File: config.mk
export PLATFORM = sky130hd
export DESIGN_NAME = bram_format
export DESIGN_NICKNAME = d
export VERILOG_FILES = /design/src/common/bk_pkg.sv /design/src/backup_ram/bram_format.sv
export SDC_FILE = /design/constraint.sdc
export NUM_CORES = 1
export LEC_CHECK = 0
export CORE_AREA = 2 2 39 41
export CTS_BUF_LIST = sky130_fd_sc_hd__clkbuf_4
export CTS_CLUSTER_DIAMETER = 100
export DETAILED_ROUTE_END_ITERATION = 10
export DIE_AREA = 0 0 41 43
export DONT_BUFFER_PORTS = 1
export GPL_TIMING_DRIVEN = 0
export REMOVE_ABC_BUFFERS = 1
export SLEW_MARGIN = 20
export SYNTH_ARGS = -nofsm -noshare
export SYNTH_HDL_FRONTEND = slang
export SYNTH_SLANG_ARGS = --single-unit
File: constraint.sdc
create_clock -name clk_sys -period 2.4 [get_ports clk_sys]
set_clock_uncertainty 0.1 [all_clocks]
set_input_delay 0.12 -clock clk_sys [delete_from_list [all_inputs] [get_ports clk_sys]]
set_output_delay 0.12 -clock clk_sys [all_outputs]
set_load 0.02 [all_outputs]
File: src/common/bk_pkg.sv
/*
 * Shared definitions for the backup RAM save/load engine.
 * Holds the RAM and host link widths, the sector geometry, the default
 * header written by a format command and the packed port structs.
 * Modules pull it in with a wildcard import in their header.
 */

package bk_pkg;

	// Console side of the RAM
	parameter int BRAM_ADDR_W = 11;
	parameter int BRAM_DATA_W = 8;

	// Host storage link
	parameter int BUF_ADDR_W = 8;
	parameter int BUF_DATA_W = 16;
	parameter int LBA_W = 32;

	// Sector geometry inside the 2 KB RAM
	parameter int SECTOR_IDX_W = 2;
	parameter int N_SECTORS_DEF = 4;

	// Default header, "HUBM" followed by 0x00881080
	parameter int HDR_WORDS = 4;

	typedef logic [BUF_DATA_W-1:0] hdr_word_t;

	parameter hdr_word_t default_header [HDR_WORDS] = '{
		16'h5548,
		16'h4D42,
		16'h8800,
		16'h8010
	};

	// Byte access from the console CPU
	typedef struct packed {
		logic [BRAM_ADDR_W-1:0] addr;
		logic [BRAM_DATA_W-1:0] data;
		logic                   wr;
	} bram_port_t;

	// Sector request towards the host
	typedef struct packed {
		logic [LBA_W-1:0] lba;
		logic             rd;
		logic             wr;
	} sd_req_t;

	// Sector buffer traffic from the host
	typedef struct packed {
		logic [BUF_ADDR_W-1:0] addr;
		logic [BUF_DATA_W-1:0] dout;
		logic                  wr;
		logic                  ack;
	} sd_buf_t;

endpackage

File: src/backup_ram/bram_format.sv
/*
 * Format writer for the backup RAM.
 * A rising format command runs a short timer that presents each default
 * header word with its word address, one word per cycle. A new command
 * edge during a run starts it over from word 0.
 */

`timescale 1ns/100ps

module bram_format import bk_pkg::*; (
	input  logic                         clk_sys,
	input  logic                         reset,
	input  logic                         cmd_format,
	output logic                         fmt_active,
	output logic [$clog2(HDR_WORDS)-1:0] fmt_addr,
	output hdr_word_t                    fmt_data
);

	// Top bit set means the timer is idle
	localparam int STEP_W = $clog2(HDR_WORDS) + 1;
	localparam logic [STEP_W-1:0] STEP_IDLE = STEP_W'(HDR_WORDS);

	logic [STEP_W-1:0] step;
	logic              old_format;
	logic              format_rise;

	assign format_rise = cmd_format & ~old_format;

	always_ff @(posedge clk_sys) begin
		if (reset) begin
			old_format <= 1'b0;
			step       <= STEP_IDLE;
		end else begin
			old_format <= cmd_format;
			if (format_rise)
				step <= '0;
			else if (!step[STEP_W-1])
				step <= step + STEP_W'(1);
		end
	end

	assign fmt_active = ~step[STEP_W-1];
	assign fmt_addr   = step[STEP_W-2:0];
	assign fmt_data   = default_header[step[STEP_W-2:0]];

endmodule

## Yosys cells after proc, flatten, opt, wreduce, memory -nomap -nowiden

Index checks and enable logic that the tools add are counted.
Widths: inputs -> output; s select.

- Bits in registers: 4
- Bits in latches: 0
- RAM bits: 0
- Bits in read-only memories: 0
- Word-level logic and storage cells: 15
- Memories: 0

- $add $sub $neg: 1
- Multiply operators: 0
- Divide/modulo/power cells: 0
- Magnitude comparators: 1
- Equal/unequal tests: 0
- Shift-type cells: 0
- Multiplexer cells: 5
- Bitwise logic cells: 4
- Reduce and logical (&&, ||, !) cells: 1

Operators with widths:

| operator | number |
|---|---|
| $bmux 16 s2 | 1 |
| $mux 16 | 2 |
| $mux 3 | 2 |
| $add 3x1->3 const B | 1 |
| $ge 3x3->1 const B | 1 |
| $not 2->3 | 1 |
| $not 1->1 | 2 |
| $reduce_or 2->1 | 1 |
| $and 1x1->1 | 1 |

## Longest topological paths before layout

- Word-level depth: 4
- Depth in mapped cells: 4

## Worst setup path before layout

Ideal clock, no wire load.

- Path type: flip-flop to flip-flop
- Start point: reg step[1]
- End point: reg step[1]
- Library setup time: 0.121 ns
- Data arrival time: 1.148 ns
- Path slack: 1.031 ns
- Cell stages (with the launch flop): 5
- Clock period less this slack: 1.369 ns
- Path through: dfxtp_1 -> inv_1 -> ha_1 -> mux2i_1 -> nor3_2

- Word-level cells in the longest chain between the ends: 1

RTL lines:

| element | line | RTL |
|---|---|---|
| start, declared | bram_format.sv:23 | `logic [STEP_W-1:0] step;` |
| start signal, assigned | bram_format.sv:38 | `step <= step + STEP_W'(1);` |
| $add 3x1->3 | bram_format.sv:38 |  |

No other way between the ends.
A chain may end at the register's enable or synchronous reset.

## Worst setup path after layout

- Start point: reg step[1]
- End point: out fmt_data[11]

- Word-level cells in the longest chain between the ends: 4

RTL lines:

| element | line | RTL |
|---|---|---|
| $not 2->3 (not written as such) | bram_format.sv:44 | `assign fmt_data = default_header[step[STEP_W-2:0]];` |
| $bmux 16 s2 | bram_format.sv:44 |  |
| $mux 16 (not written as such) (2 in series) | bram_format.sv:44 |  |
| end, declared | bram_format.sv:16 | `output hdr_word_t fmt_data` |

No other way between the ends. The select of a mux whose other input is x is not followed.

==> metrics.yaml <==
status: "finished clean"
regArea_um2: 80.1
nets: 37
tightestPinTransition_ps: 720
design_area_um2: 272
initialDrtViolationCount: 1
placedInstanceArea_um2: 229
post-place-ws_ps: 287
power.density_nw_per_um2: 727
grt_first_pass_wirelength_um: 524
grt_use_met1_pct: 5.14
cts-root-buf: "clkbuf_4"
wl_um: 390
cp.required_ps: 2180
crit_fanout: 6
path_cells: "inv_1, ha_1"
grt.total_usage_pct: 5.02
antenna_found_initial: 0
layout_min_cycle_time_ps: 2120
grt_max_degree: 7
clk_pin_slew_ps: 40
cts_setup_buffers: 0
cts_max_level: 1
core_area_um2: 1380
finalSetupTns_ps: 0
rows: 14
p_leak_nw: 0.133
finalSetupViolations: 0
vias: 153
initial_core_util_pct: 20.8
fmax_ghz: 0.471
drv_slew: 0
yosysSeqAreaShare_pct: 27.8
synth_top_area_cell: "buf_4"
use_met2_pct: 5.63
multiInputGateArea_um2: 118
fillers: 161
path_class: "reg2out"
reg2reg_from: "step[1]"
hold_violations: 0
die_height_um: 43
vias_per_cell: 3.40
grt_pass1_vias: 143
synth_area_leaders: "buf_4, dfxtp_1, ha_1"
ys_types: 12
relSlewSlack_pct: 51.9
rsz0062_at_grt: "false"
timing.final.ws_setup_ps: 278
numCtsBuffers: 3
cts_max_path_buffers: 2
synthCells: 32
grt_overflow: 0
antenna_left: 0
drc_errors: 0
min-delay-start: "cmd_format"
drive_gt1_share_pct: 13.8
diodes: 0
r2r-end: "step[1]"
rrSetupSlack_ps: 300
drt_first_pass_iters: 4
synthesis.area_um2: 288
worstHoldPathCells: 2
use_met3_pct: 6.81
synth_seq_cells: 4
cp_top_family: "flip-flops"
pin_count: 22
fin_crit_sh_pct: 88.4
cts_tree: "done"
clk_latency_ps: 240
port_buffers: 0
ys_warn_count: 0
die_w_um: 41
mostFrequentLayoutCells: "conb_1, dfxtp_1, inv_1, ha_1, clkbuf_4"
crit_arrival_ps: 1900
slowest_stage: "dfxtp_1"
critPathMaxStageDelay_ps: 610
maxCapViolCount: 0
worst-r2r-cell-count: 4
synthToLayoutAreaGrowth_pct: -5.65
start_kind: "register"
dieArea_um2: 1760
path_buf_inv: 1
grt-busiest-layer: "met3"
final_common_cell: "conb_1"
syn_area_per_cell_um2: 8.99
whs_endpoint: "step[2]"
cp-end-kind: "output port"
final_core_util_pct: 19.6
post_drt_wl_per_cell_um: 8.67
gp_congestion: 0.481
holdCritPathClass: "in2reg"
dpl.hpwl_um: 271
synth_top_area_share_pct: 33.9
vdd_ir_drop_max_mv: 0.186
cts.sinks: 4
## layer usage
metal	vias to the layer above	share of wire, %
met1	60	43
met2	21	34
li1	72	-
met3	0	23
met4	0	0
met5	-	0
## worst register-to-register path: stages, from the launching register on
cell	delay, ps
dfxtp_1	610
inv_1	490
ha_1	540
mux2i_1	210
nor3_2	50
## Yosys cell counts (all sizes together)
cell type,instances
buf,13
ha,3
mux2i,1
xor2,1
inv,3
nor2b,2
dfxtp,4
conb,1
nor2,1
nor3,2
o21bai,1
## cells by family after synthesis
kind of cell	synth area share, %
buffers and inverters	37.8
and+or+nand+nor	10.9
DFF	27.8
adders and majority gates	13.0
other	1.30
AOI/OAI and AO/OA	2.61
xor gates and xnor gates	3.04
muxes	3.48
## how the worst max path moves through the flow
| stage | from | endpoint | slack [ps] | cells after the start |
|---|---|---|---|---|
| finish | step[1] | fmt_data[11] | 280 | 2 |
| global placement | step[1] | step[1] | 310 | 4 |
| global route | step[1] | fmt_data[11] | 140 | 2 |
| detailed placement | step[1] | step[1] | 290 | 4 |
| floorplan | step[1] | step[1] | 390 | 4 |
| CTS | step[1] | fmt_data[11] | 260 | 2 |
## report_power, final
part	switching, mW	total (mW)	internal [mW]
Combinational	0.0254	0.0346	0.00918
Sequential	0.00593	0.0763	0.0704
Clock	0.0305	0.0866	0.0561
## cell type report
class / instances / area share (%)
Multi-Input combinational cell: 17 / 43.3
Sequential cell: 4 / 29.5
Inverter: 3 / 4.15
Tap cell: 16 / 7.37
Clock buffer: 3 / 8.29
Timing Repair Buffer: 2 / 7.37
## sequential cells by signal, indices dropped and copies added, names as in the netlist
name / count
step: 3
old_format: 1
## through the flow
| stage | hold WS, ps | power [mW] | cells |
|---|---|---|---|
| 2_1_floorplan | 89.7 | 0.106 | 24 |
| 3_3_place_gp | 91.3 | 0.108 | 40 |
| 3_5_place_dp | 91.8 | 0.108 | 40 |
| 4_1_cts | 87.4 | 0.200 | 45 |
| 5_1_grt | 111 | 0.208 | 45 |
| 6_report | 98.2 | 0.198 | 45 |
## what timing repair did
item | CTS | global route
gates resized for setup | 0 | 0
hold buffers | 2 | 0
hold endpoints to repair | 4 | 0
Note: power is estimated with default switching activity, not from simulation.
