[src/bk_sequencer.sv]
/*
 * Save/load sequencer for the backup RAM.
 * Starts a transfer on a rising load or save command while a save file
 * is mounted, requests one host sector at a time and steps the sector
 * counter on every falling ack until the last sector is done.
 * Also tracks console writes not yet saved.
 */

`timescale 1ns/100ps

module bk_sequencer (
	input  logic clk_sys,
	input  logic reset,
	input  logic save_enable,
	input  logic cmd_load,
	input  logic cmd_save,
	input  logic console_wr,
	input  logic sd_ack,
	input  logic last_sector,
	output logic sector_clear,
	output logic sector_next,
	output logic sd_rd,
	output logic sd_wr,
	output logic busy,
	output logic loading,
	output logic pending
);

	typedef enum logic {
		S_IDLE,
		S_XFER
	} state_t;

	state_t state;

	logic old_load;
	logic old_save;
	logic old_ack;

	logic load_rise;
	logic save_rise;
	logic ack_rise;
	logic ack_fall;
	logic start;
	logic finish;

	////////////////////////////////////////
	// Edge detection
	////////////////////////////////////////

	assign load_rise = cmd_load & ~old_load;
	assign save_rise = cmd_save & ~old_save;
	assign ack_rise  = sd_ack & ~old_ack;
	assign ack_fall  = ~sd_ack & old_ack;

	// Only a mounted save file may start a transfer
	assign start  = (state == S_IDLE) & save_enable & (load_rise | save_rise);
	assign finish = (state == S_XFER) & ack_fall & last_sector;

	assign sector_clear = start | finish;
	assign sector_next  = (state == S_XFER) & ack_fall & ~last_sector;
	assign busy         = (state == S_XFER);

	////////////////////////////////////////
	// Transfer FSM
	////////////////////////////////////////

	always_ff @(posedge clk_sys) begin
		if (reset) begin
			state    <= S_IDLE;
			loading  <= 1'b0;
			sd_rd    <= 1'b0;
			sd_wr    <= 1'b0;
			old_load <= 1'b0;
			old_save <= 1'b0;
			old_ack  <= 1'b0;
		end else begin
			old_load <= cmd_load;
			old_save <= cmd_save;
			old_ack  <= sd_ack;

			// Host took the request
			if (ack_rise) begin
				sd_rd <= 1'b0;
				sd_wr <= 1'b0;
			end

			case (state)
				S_IDLE: begin
					if (start) begin
						state   <= S_XFER;
						// Load wins when both commands rise together
						loading <= load_rise;
						sd_rd   <= load_rise;
						sd_wr   <= ~load_rise;
					end
				end
				S_XFER: begin
					if (ack_fall) begin
						if (last_sector) begin
							state   <= S_IDLE;
							loading <= 1'b0;
						end else begin
							sd_rd <= loading;
							sd_wr <= ~loading;
						end
					end
				end
				default: state <= S_IDLE;
			endcase
		end
	end

	// Unsaved console writes, cleared once a transfer runs
	always_ff @(posedge clk_sys) begin
		if (reset)
			pending <= 1'b0;
		else if (console_wr && save_enable)
			pending <= 1'b1;
		else if (busy)
			pending <= 1'b0;
	end

	// Host sees one direction at a time
	a_one_dir: assert property (@(posedge clk_sys) disable iff (reset)
		!(sd_rd && sd_wr));

	// A request only exists inside a transfer
	a_req_busy: assert property (@(posedge clk_sys) disable iff (reset)
		!busy |-> !(sd_rd || sd_wr));

endmodule

[config.mk]
export PLATFORM = sky130hd
export DESIGN_NAME = bk_sequencer
export DESIGN_NICKNAME = d
export VERILOG_FILES = /design/src/bk_sequencer.sv
export SDC_FILE = /design/constraint.sdc
export NUM_CORES = 1
export LEC_CHECK = 0
export BUFFER_PORTS_ARGS = -buffer_cell sky130_fd_sc_hd__buf_2
export CORE_MARGIN = 5
export CORE_UTILIZATION = 25
export CTS_CLUSTER_DIAMETER = 200
export DETAILED_ROUTE_END_ITERATION = 16
export SYNTH_ARGS = -nofsm -noshare
export SYNTH_HDL_FRONTEND = slang
export SYNTH_SLANG_ARGS = --single-unit
[constraint.sdc]
create_clock -name clk_sys -period 2 [get_ports clk_sys]
set_input_delay 0.2 -clock clk_sys [delete_from_list [all_inputs] [get_ports clk_sys]]
set_output_delay 0.2 -clock clk_sys [all_outputs]
set_load 0.05 [all_outputs]
### Yosys cells after proc, flatten, opt, wreduce, memory -nomap -nowiden

Index checks and enable logic that the tools add are counted.
Widths: inputs -> output; s select.

| operators by class | value |
|---|---|
| eq/ne operators | 3 |
| muxes and demuxes | 20 |
| bitwise operators | 19 |
| reduce and logical (&&, ||, !) cells | 3 |

Operators with widths:

| cell | number |
|---|---|
| $mux 1 | 16 |
| $and 1x1->1 | 9 |
| $not 1->1 | 8 |
| $pmux 1 s2 | 4 |
| $ne 2x2->1 const B | 2 |
| $reduce_and 3->1 | 1 |
| $ne 2x1->1 const B | 1 |
| $or 1x1->1 | 2 |
| $reduce_bool 2->1 | 1 |
| $logic_and 1x1->1 | 1 |

| word-level totals | value |
|---|---|
| register bits | 8 |
| input port bits | 8 |
| output and inout bits | 7 |
| logic and storage cells | 53 |

### Depth between registers and ports, before layout

| depth | value |
|---|---|
| word-level depth | 6 |
| gate-level depth with buffers | 5 |

### Worst setup path before layout

OpenSTA, ideal clock, no wires.

| timing | value |
|---|---|
| path kind | reg-to-output |
| start | reg state (netlist: busy) |
| end | out sector_clear |
| arrival time | 1.306 ns |
| path slack | 0.494 ns |
| cell stages (with the launch flop) | 3 |
| cells stage by stage | dfxtp_1 -> nand4b_1 -> nand2_1 |

| between the ends | value |
|---|---|
| cells in the longest elaborated chain, start to end | 4 |
| elaborated cells between the ends (all ways) | 6 |
| those cells by class | 6 x bitwise |

Ends and longest elaborated chain:

| element | RTL line | source |
|---|---|---|
| start, declared | 34 | `state_t state;` |
| start signal, assigned | 70 | `state <= S_IDLE;` |
| start signal, assigned | 91 | `state <= S_XFER;` |
| start signal, assigned | 101 | `state <= S_IDLE;` |
| $not 1->1 | -- |  |
| $and 1x1->1 (2 in a row) | 57 | `assign start = (state == S_IDLE) & save_enable & (load_rise \| save_rise);` |
| $or 1x1->1 * | 60 | `assign sector_clear = start \| finish;` |
| end, declared | 20 | `output logic sector_clear,` |

Mark *: on every way between the ends. The rest lies on a longest branch, timed or not.

### Worst setup path after layout

Same ends and word-level chain as after synthesis.

==> metrics.yaml <==
synth_simple_gate_area_frac: 0.3750
syn_to_final_growth_pct: 25.60
grt_antenna_before_repair: 0
finClkSkew_ns: 0.004353
grt_max_degree: 11
die_w_um: 51.01
die_h_um: 51.01
rsz0062_at_grt: "false"
synth_nets: 55
viasPerCell: 4.886
cp-end-kind: "output port"
h-tree-depth: 1
outcome: "complete, no violations"
peakVddDrop_uv: 283.3
p_leak_nw: 0.2321
worst-setup-path-type: "register to output port"
finalCritPeriodShare: 0.7395
cts_tree: "built"
critPathMaxStageDelay_ns: 0.40
synth_cell_type_count: 22
synth_compound_area_frac: 0.2321
layout-drive-gt1-share: 0.3651
insertion_delay_ns: 0.25
cts_buffer_depth: 2
dp_hpwl_um: 702.4
ys_ff_latch: 8
worst_pin_slew_ns: 0.3154
synthXorXnorAreaFrac: 0
drt_pass1_iterations: 3
syn_area_per_cell_um2: 8.945
cts-root-buf: "clkbuf_4"
via_count: 386
drtIter0Drc: 5
routedWlPerCell_um: 11.49
rows: 14
grt_usage: 0.08242
place.gp.congestion: 0.7288
clk_pin_slew_ns: 0.05
synthAdderAreaFrac: 0
nets: 73
cts_sinks: 8
netlist_area_um2: 420.4
worst_ep_arrival_time_ns: 1.28
cts_resized: 0
coreArea_um2: 1559
overflow: 0
most-common-layout-cells: "buf_2 (14), dfxtp_1 (8), nand2_1 (5), nand2b_1 (5)"
slew_violations: 0
cap_viol_max_count: 0
ctsHoldBuffers: 0
layout.area.seq_um2: 160.2
utilization: 0.3387
dieArea_um2: 2602
final_common_cell: "buf_2"
synth_cells: 47
io_buffers: 14
fmax_mhz: 676.1
hold_viol: 0
grt_pass1_wl_mm: 1.587
ys_seq_area_frac: 0.3810
start_kind: "register"
crit_chain: "nor2b_2 > o21ai_4 > nand2_1 > buf_2"
max_slew_margin: 0.7894
cts_setup_buffers: 0
synth_top_family_by_area: "simple AND/OR/NAND/NOR gates"
setup_violations: 0
postRouteAntennaNets: 0
multiInputGateArea_um2: 255.2
tns_ns: 0
finalCriticalPeriod_ns: 1.479
slowest_stage: "dfxtp_1"
cts_made_buffers: 3
drt_wl_total_um: 908
grt_pass1_vias: 363
critPathRequiredTime_ns: 1.80
yosysWarnings: 0
p_per_area_nw_per_um2: 763.8
fillers: 164
ioPinCount: 15
synthMuxAreaShare: 0
drc: 0
initial_core_util: 0.2697
min_path_type: "input pin to register"
n_antenna_cell: 0
path_max_fanout: 9
per-stage QoR:
step           area, um2  setup slack (ns)  cells  power (mW)  hold WS [ns]
2_1_floorplan      420.4            0.4936     47      0.2590        0.2691
3_3_place_gp       505.5            0.8292     76      0.2869        0.4288
3_5_place_dp       505.5            0.8095     76      0.2865        0.4329
4_1_cts            528.0            0.5228     79      0.4110        0.1842
5_1_grt            528.0            0.4212     79      0.4315        0.2104
6_report           528.0            0.5210     79      0.4033        0.1855
state kept, by name (all words and copies together) (netlist names):
signal and cells:
loading 1, old_save 1, old_load 1, busy 1, old_ack 1, sd_rd 1
pending 1, sd_wr 1
critical path: cells and delay by family, from the launching register on:
family,cells,cell delay (ns)
buf+inv,1,0.26
simple gates,2,0.27
flops,1,0.40
compound gates,1,0.10
cells by family (layout without fill, tap and decap cells):
group,after synthesis,after routing
flip-flops,8,8
AO/OA/AOI/OAI,13,13
buffers and inverters,1,17
AND/OR/NAND/NOR,25,25
cells in the mapped netlist:
| library cell | instances | share of area |
|---|---|---|
| a211oi_1 | 1 | 0.018 |
| a21bo_1 | 1 | 0.024 |
| a21oi_1 | 4 | 0.048 |
| a31oi_2 | 1 | 0.030 |
| a32oi_1 | 1 | 0.021 |
| and3_1 | 2 | 0.030 |
| buf_2 | 1 | 0.012 |
| dfxtp_1 | 8 | 0.38 |
| nand2_1 | 5 | 0.045 |
| nand2b_1 | 5 | 0.074 |
| nand3_1 | 1 | 0.012 |
| nand3_2 | 1 | 0.024 |
| nand3b_1 | 1 | 0.018 |
| nand4b_1 | 1 | 0.021 |
| nor2_1 | 2 | 0.018 |
| nor2b_1 | 4 | 0.060 |
| nor2b_2 | 2 | 0.042 |
| nor2b_4 | 1 | 0.033 |
| o21ai_0 | 2 | 0.024 |
| o21ai_1 | 1 | 0.012 |
| o21ai_4 | 1 | 0.039 |
| o31ai_1 | 1 | 0.018 |
power breakdown:
| part | leakage (nW) | switching, mW | total, mW | internal, mW |
|---|---|---|---|---|
| logic | 0.152 | 0.0649 | 0.0986 | 0.0337 |
| registers | 0.0662 | 0.0136 | 0.185 | 0.171 |
| clock network | 0.0138 | 0.0517 | 0.120 | 0.0684 |
cell type report:
cell class,instances,area share
Timing Repair Buffer,14,0.1327
Sequential cell,8,0.3033
Tap cell,16,0.03791
Clock buffer,3,0.04265
Multi-Input combinational cell,38,0.4834
layer usage:
layer | global-route usage | wire length [um] | share of wire
met1 | 0.1142 | 460 | 0.51
met2 | 0.09871 | 353 | 0.39
met3 | 0.03779 | 94 | 0.10
met4 | 0.05381 | 0 | 0
met5 | 0 | 0 | 0
worst paths after layout:
path,end,depth (start not counted),slack (ns),from
setup / recovery,sector_clear,4,0.52,busy
hold / removal,old_save,2,0.19,cmd_save
setup reg to reg,sd_wr,4,0.91,busy
hold reg to reg,pending,2,0.48,pending
No activity file was read; power rests on OpenSTA's default activity.
