<file path="src/common/bk_pkg.sv">
/*
 * Shared definitions for the backup RAM save/load engine.
 * Holds the RAM and host link widths, the sector geometry, the default
 * header written by a format command and the packed port structs.
 * Modules pull it in with a wildcard import in their header.
 */

package bk_pkg;

	// Console side of the RAM
	parameter int BRAM_ADDR_W = 11;
	parameter int BRAM_DATA_W = 8;

	// Host storage link
	parameter int BUF_ADDR_W = 8;
	parameter int BUF_DATA_W = 16;
	parameter int LBA_W = 32;

	// Sector geometry inside the 2 KB RAM
	parameter int SECTOR_IDX_W = 2;
	parameter int N_SECTORS_DEF = 4;

	// Default header, "HUBM" followed by 0x00881080
	parameter int HDR_WORDS = 4;

	typedef logic [BUF_DATA_W-1:0] hdr_word_t;

	parameter hdr_word_t default_header [HDR_WORDS] = '{
		16'h5548,
		16'h4D42,
		16'h8800,
		16'h8010
	};

	// Byte access from the console CPU
	typedef struct packed {
		logic [BRAM_ADDR_W-1:0] addr;
		logic [BRAM_DATA_W-1:0] data;
		logic                   wr;
	} bram_port_t;

	// Sector request towards the host
	typedef struct packed {
		logic [LBA_W-1:0] lba;
		logic             rd;
		logic             wr;
	} sd_req_t;

	// Sector buffer traffic from the host
	typedef struct packed {
		logic [BUF_ADDR_W-1:0] addr;
		logic [BUF_DATA_W-1:0] dout;
		logic                  wr;
		logic                  ack;
	} sd_buf_t;

endpackage

</file>
<file path="src/sector_counter.sv">
/*
 * Host sector address for the save/load sequencer.
 * Cleared at the start and end of a transfer, stepped once per
 * completed sector, and flags the last sector of the save file.
 */

`timescale 1ns/100ps

module sector_counter import bk_pkg::*; #(
	parameter int N_SECTORS = N_SECTORS_DEF
) (
	input  logic             clk_sys,
	input  logic             reset,
	input  logic             clear,
	input  logic             next,
	output logic [LBA_W-1:0] lba,
	output logic             last_sector
);

	localparam logic [LBA_W-1:0] LAST_LBA = LBA_W'(N_SECTORS - 1);

	always_ff @(posedge clk_sys) begin
		if (reset)
			lba <= '0;
		else if (clear)
			lba <= '0;
		else if (next)
			lba <= lba + LBA_W'(1);
	end

	assign last_sector = (lba == LAST_LBA);

	// Sequencer must stop stepping at the last sector
	a_lba_range: assert property (@(posedge clk_sys) disable iff (reset)
		lba <= LAST_LBA);

endmodule

</file>
<file path="config.mk">
export PLATFORM = sky130hd
export DESIGN_NAME = sector_counter
export DESIGN_NICKNAME = d
export VERILOG_FILES = /design/src/common/bk_pkg.sv /design/src/sector_counter.sv
export SDC_FILE = /design/constraint.sdc
export NUM_CORES = 1
export LEC_CHECK = 0
export ABC_AREA = 0
export BUFFER_PORTS_ARGS = -buffer_cell sky130_fd_sc_hd__buf_2
export CAP_MARGIN = 30
export CORE_MARGIN = 4
export CORE_UTILIZATION = 52
export DETAILED_ROUTE_END_ITERATION = 8
export PLACE_DENSITY_LB_ADDON = 0.3
export SYNTH_ARGS = -nofsm -noshare
export SYNTH_HDL_FRONTEND = slang
export SYNTH_SLANG_ARGS = --single-unit
</file>
<file path="constraint.sdc">
create_clock -name clk_sys -period 2.52 [get_ports clk_sys]
set_input_delay 0.126 -clock clk_sys [delete_from_list [all_inputs] [get_ports clk_sys]]
set_output_delay 0.126 -clock clk_sys [all_outputs]
set_load 0.01 [all_outputs]
</file>
### Yosys cells after proc, flatten, opt, wreduce, memory -nomap -nowiden

Cells that the tools add are included.

| cells by class | value |
|---|---|
| $add $sub $neg | 1 |
| equal/unequal tests | 1 |
| reductions and logical operators | 1 |

Operator list:

| operator | count |
|---|---|
| $add 32x1->32 const B | 1 |
| $eq 32x2->1 const B | 1 |
| $reduce_or 2->1 | 1 |

| storage, ports and cells | value |
|---|---|
| bits in registers | 32 |
| output and inout bits | 33 |
| logic and storage cells | 4 |

### Longest topological paths before layout

| logic depth | value |
|---|---|
| word-level depth | 1 |
| gate-level depth with buffers | 7 |

### Worst setup path after synthesis

Ideal clock, no wire load.

| path | value |
|---|---|
| path kind | register to register |
| start point | register lba[0] |
| end point | register lba[30] |
| library setup time | 70 ps |
| arrival time | 1987 ps |
| slack | 463 ps |
| cell stages (with the launch flop) | 7 |
| clock period less this slack | 2057 ps |
| path through | dfxtp_1 -> ha_1 -> inv_1 -> or4_4 -> buf_6 -> or4_1 -> a21oi_1 |

| on the way | value |
|---|---|
| word-level cells in the longest chain between the ends | 1 |

RTL lines:

| what | line | source |
|---|---|---|
| start, declared | sector_counter.sv:16 | `output logic [LBA_W-1:0] lba,` |
| start signal, assigned | sector_counter.sv:28 | `lba <= lba + LBA_W'(1);` |
| $add 32x1->32 | sector_counter.sv:28 |  |

Every way passes these cells.
A chain may end at the register's enable or synchronous reset.

### Final worst setup path

Ends and elaborated chain as after synthesis.

==> flow_summary_export.csv <==
group,metric,value,unit
outcome,status,"complete, no violations",
worst_setup_path,cp.arrival,2.45,ns
timing,fin_tns_setup,0,ns
grt,antenna_found_initial,0,
drt,drt-vias-per-instance,6.24,
floorplan,fp.dieH,63.0,um
logic_synthesis,synth_edf_count,0,
clocking,cts.sink_count,32,
floorplan,die_area,3960,um2
timing,setup_viol,0,
placed_design,gp_congestion,0.843,
floorplan,start_util,55.5,%
drt,drt-total-wl,3820,um
clocking,clockBufferDepth,2,
worst_setup_path,timing.rr.start,"lba[0]",
power_and_ir_drop,combPwrFrac,2.3,%
timing,slew_headroom,58.4,%
timing,clock_skew,0.00711,ns
clocking,clkTransAtPathRegs,0.10,ns
power_and_ir_drop,p_leak,0.658,nW
worst_setup_path,start_kind,"flip-flop",
grt,grt_pass1_wl,6380,um
clocking,root_buffer,"clkbuf_4",
floorplan,dieWidth,63.0,um
logic_synthesis,yosysMostFrequentCell,"dfxtp_1",
drt,drc_errors,0,
drt,ant_nets,0,
drt,drt-initial-drc-count,105,
logic_synthesis,synth-seq-area-share,40.8,%
logic_synthesis,syn_nets,191,
drt,routed-via-count,1561,
final_layout,syn_to_final_growth,13.9,%
final_layout,drive_gt1_share,21.5,%
logic_synthesis,yosysTopAreaCell,"dfxtp_1",
worst_hold_path,hold_path_class,"in2reg",
timing,rsz0062_at_grt,"no",
worst_hold_path,min_to,"lba[1]",
clocking,cts_htree_levels,2,
worst_setup_path,worst-setup-path-type,"reg2reg",
final_layout,largest_reg_flops,32,
timing,finalCritPeriodShare,87.3,%
logic_synthesis,yosys_most_used_dff,"dfxtp_1",
logic_synthesis,async_flop_share,0,%
timing,tightest_slew,0.624,ns
logic_synthesis,mappedNetlistArea,1570,um2
power_and_ir_drop,p_seq_share,63.9,%
power_and_ir_drop,p_clk_share,33.9,%
placed_design,post-dp-hpwl,2670,um
final_layout,largest-register,"lba",
timing,drv_slew,0,
logic_synthesis,synth.distinct_cells,26,
power_and_ir_drop,max-vdd-ir-drop,0.299,mV
clocking,cts_buffers,5,
floorplan,io_pins,37,
grt,grt_util_all_layers,19.6,%
grt,overflow,0,
clocking,hold_buffers,0,
worst_setup_path,r2r_slack,0.32,ns
worst_setup_path,critPathMaxFanout,21,
logic_synthesis,synth-seq-cells,32,
logic_synthesis,syn-mean-instance-area,8.49,um2
drt,wl_per_cell,15.3,um
power_and_ir_drop,switching_share,22.8,%
power_and_ir_drop,cellInternalPower,0.000615,W
logic_synthesis,ys_warn_count,0,
clocking,clock_latency,0.32,ns
worst_hold_path,hold_start,"next",
worst_setup_path,critPathCaptureType,"flip-flop",
worst_setup_path,cp.required,2.77,ns
timing,finalWorstSetupSlack,0.320,ns
grt,grt_max_degree,33,
placed_design,io_buffers,36,
final_layout,top_regs,"lba (32)",
logic_synthesis,syn-instance-count,185,
logic_synthesis,synth_top_area_share,40.8,%
power_and_ir_drop,switchingPower,0.000182,W
clocking,cts.repair.resized,0,
timing,fmax,455,MHz
timing,hold_viol_final,0,
clocking,cts_setup_buffers,0,
drt,firstDrtPassIters,4,
logic_synthesis,synth_area_leaders,"dfxtp_1 41%, a21oi_1 7.0%, o31ai_1 5.7%, or4_1 5.7%, nand4_1 4.0%",
power_and_ir_drop,powerDensity,445,nW/um2
clocking,tritoncts,"done",
worst_hold_path,whs_path_depth,3,
run,maxCapViolCount,0,
final_layout,n_antenna_cell,0,
logic_synthesis,synthTopCellsByCount,"32 x dfxtp_1, 22 x a21oi_1, 12 x o31ai_1, 12 x or4_1, 11 x nor2_1",
grt,grt_pass1_vias,1423,
timing,min_period,2.20,ns
floorplan,rows,19,
final_layout,final_nets,225,
worst_setup_path,r2r_cells,5,
floorplan,core_area,2830,um2
worst_setup_path,r2r_end,"lba[30]",
placed_design,preCtsSetupSlack,0.357,ns
per-stage QoR:
stage	hold WS, ns	util [%]	area, um2	total power [W]	instances
floorplan	0.450	-	1570	0.000533	185
global placement	0.475	61.6	1740	0.000537	243
detailed placement	0.489	61.6	1740	0.000538	243
CTS	0.148	63.2	1790	0.000800	250
global route	0.192	63.2	1790	0.000832	250
finish	0.158	63.2	1790	0.000796	250
per-layer routing:
layer	track usage, %	wire, um	up-vias
met5	0	0	-
met4	6.34	40	0
met3	4.50	173	8
met2	34.7	1870	41
met1	23.3	1740	738
li1	-	-	774
worst max-delay path by stage:
stage,start,to,slack [ns]
4_1_cts,lba[0],lba[30],0.33
6_report,lba[0],lba[30],0.32
3_5_place_dp,lba[0],lba[30],0.36
3_3_place_gp,lba[0],lba[26],0.49
2_1_floorplan,lba[0],lba[30],0.46
5_1_grt,lba[0],lba[30],0.25
power groups by stage:
stage | Clock (W) | Sequential (W) | Combinational (W)
global placement | 0 | 0.000520 | 0.0000173
finish | 0.000270 | 0.000508 | 0.0000182
CTS | 0.000273 | 0.000508 | 0.0000183
floorplan | 0 | 0.000520 | 0.0000129
detailed placement | 0 | 0.000520 | 0.0000182
global route | 0.000303 | 0.000509 | 0.0000198
area by class of cell:
| class | count | area [um2] |
|---|---|---|
| clock inverters | 1 | 5.00 |
| fillers | 260 | 1040 |
| clock buffers | 6 | 41.3 |
| inverters | 5 | 18.8 |
| flip-flops and latches | 32 | 641 |
| well taps | 31 | 38.8 |
| multi-input cells | 138 | 857 |
| repair buffers | 37 | 188 |
worst max-delay path: stages, from the launching register on:
cell and delay, ns:
dfxtp_1 0.46, ha_1 0.27, inv_1 0.06, or4_4 0.63, or4_1 0.54, a21oi_1 0.17
layout by cell type (no fill, tap or decap):
cell type,instances
or4_4,2
or3_1,10
clkinv_2,1
o21ai_0,10
and4_1,5
nand3_1,8
dfxtp_1,32
nand2_1,10
clkbuf_1,1
a21oi_1,22
buf_2,36
nor2_1,11
clkbuf_4,5
xnor2_1,4
inv_1,5
and3_1,2
or2_2,1
nand4_2,1
nor3_1,3
nor4b_1,1
or4_1,12
o31ai_1,12
nand4_1,10
nor4_1,6
buf_4,1
xor2_1,5
mux2i_1,1
ha_1,2
logic make-up (layout without fill, tap and decap cells):
| logic type | Yosys count | in the layout | share of synthesized area [%] |
|---|---|---|---|
| simple gates | 82 | 82 | 31.4 |
| flops | 32 | 32 | 40.8 |
| mux | 1 | 1 | 0.637 |
| compound gates | 44 | 44 | 15.9 |
| buf+inv | 15 | 49 | 4.62 |
| xor+xnor | 9 | 9 | 5.02 |
| fa+ha+maj | 2 | 2 | 1.59 |
(Power assumes the default switching activity.)
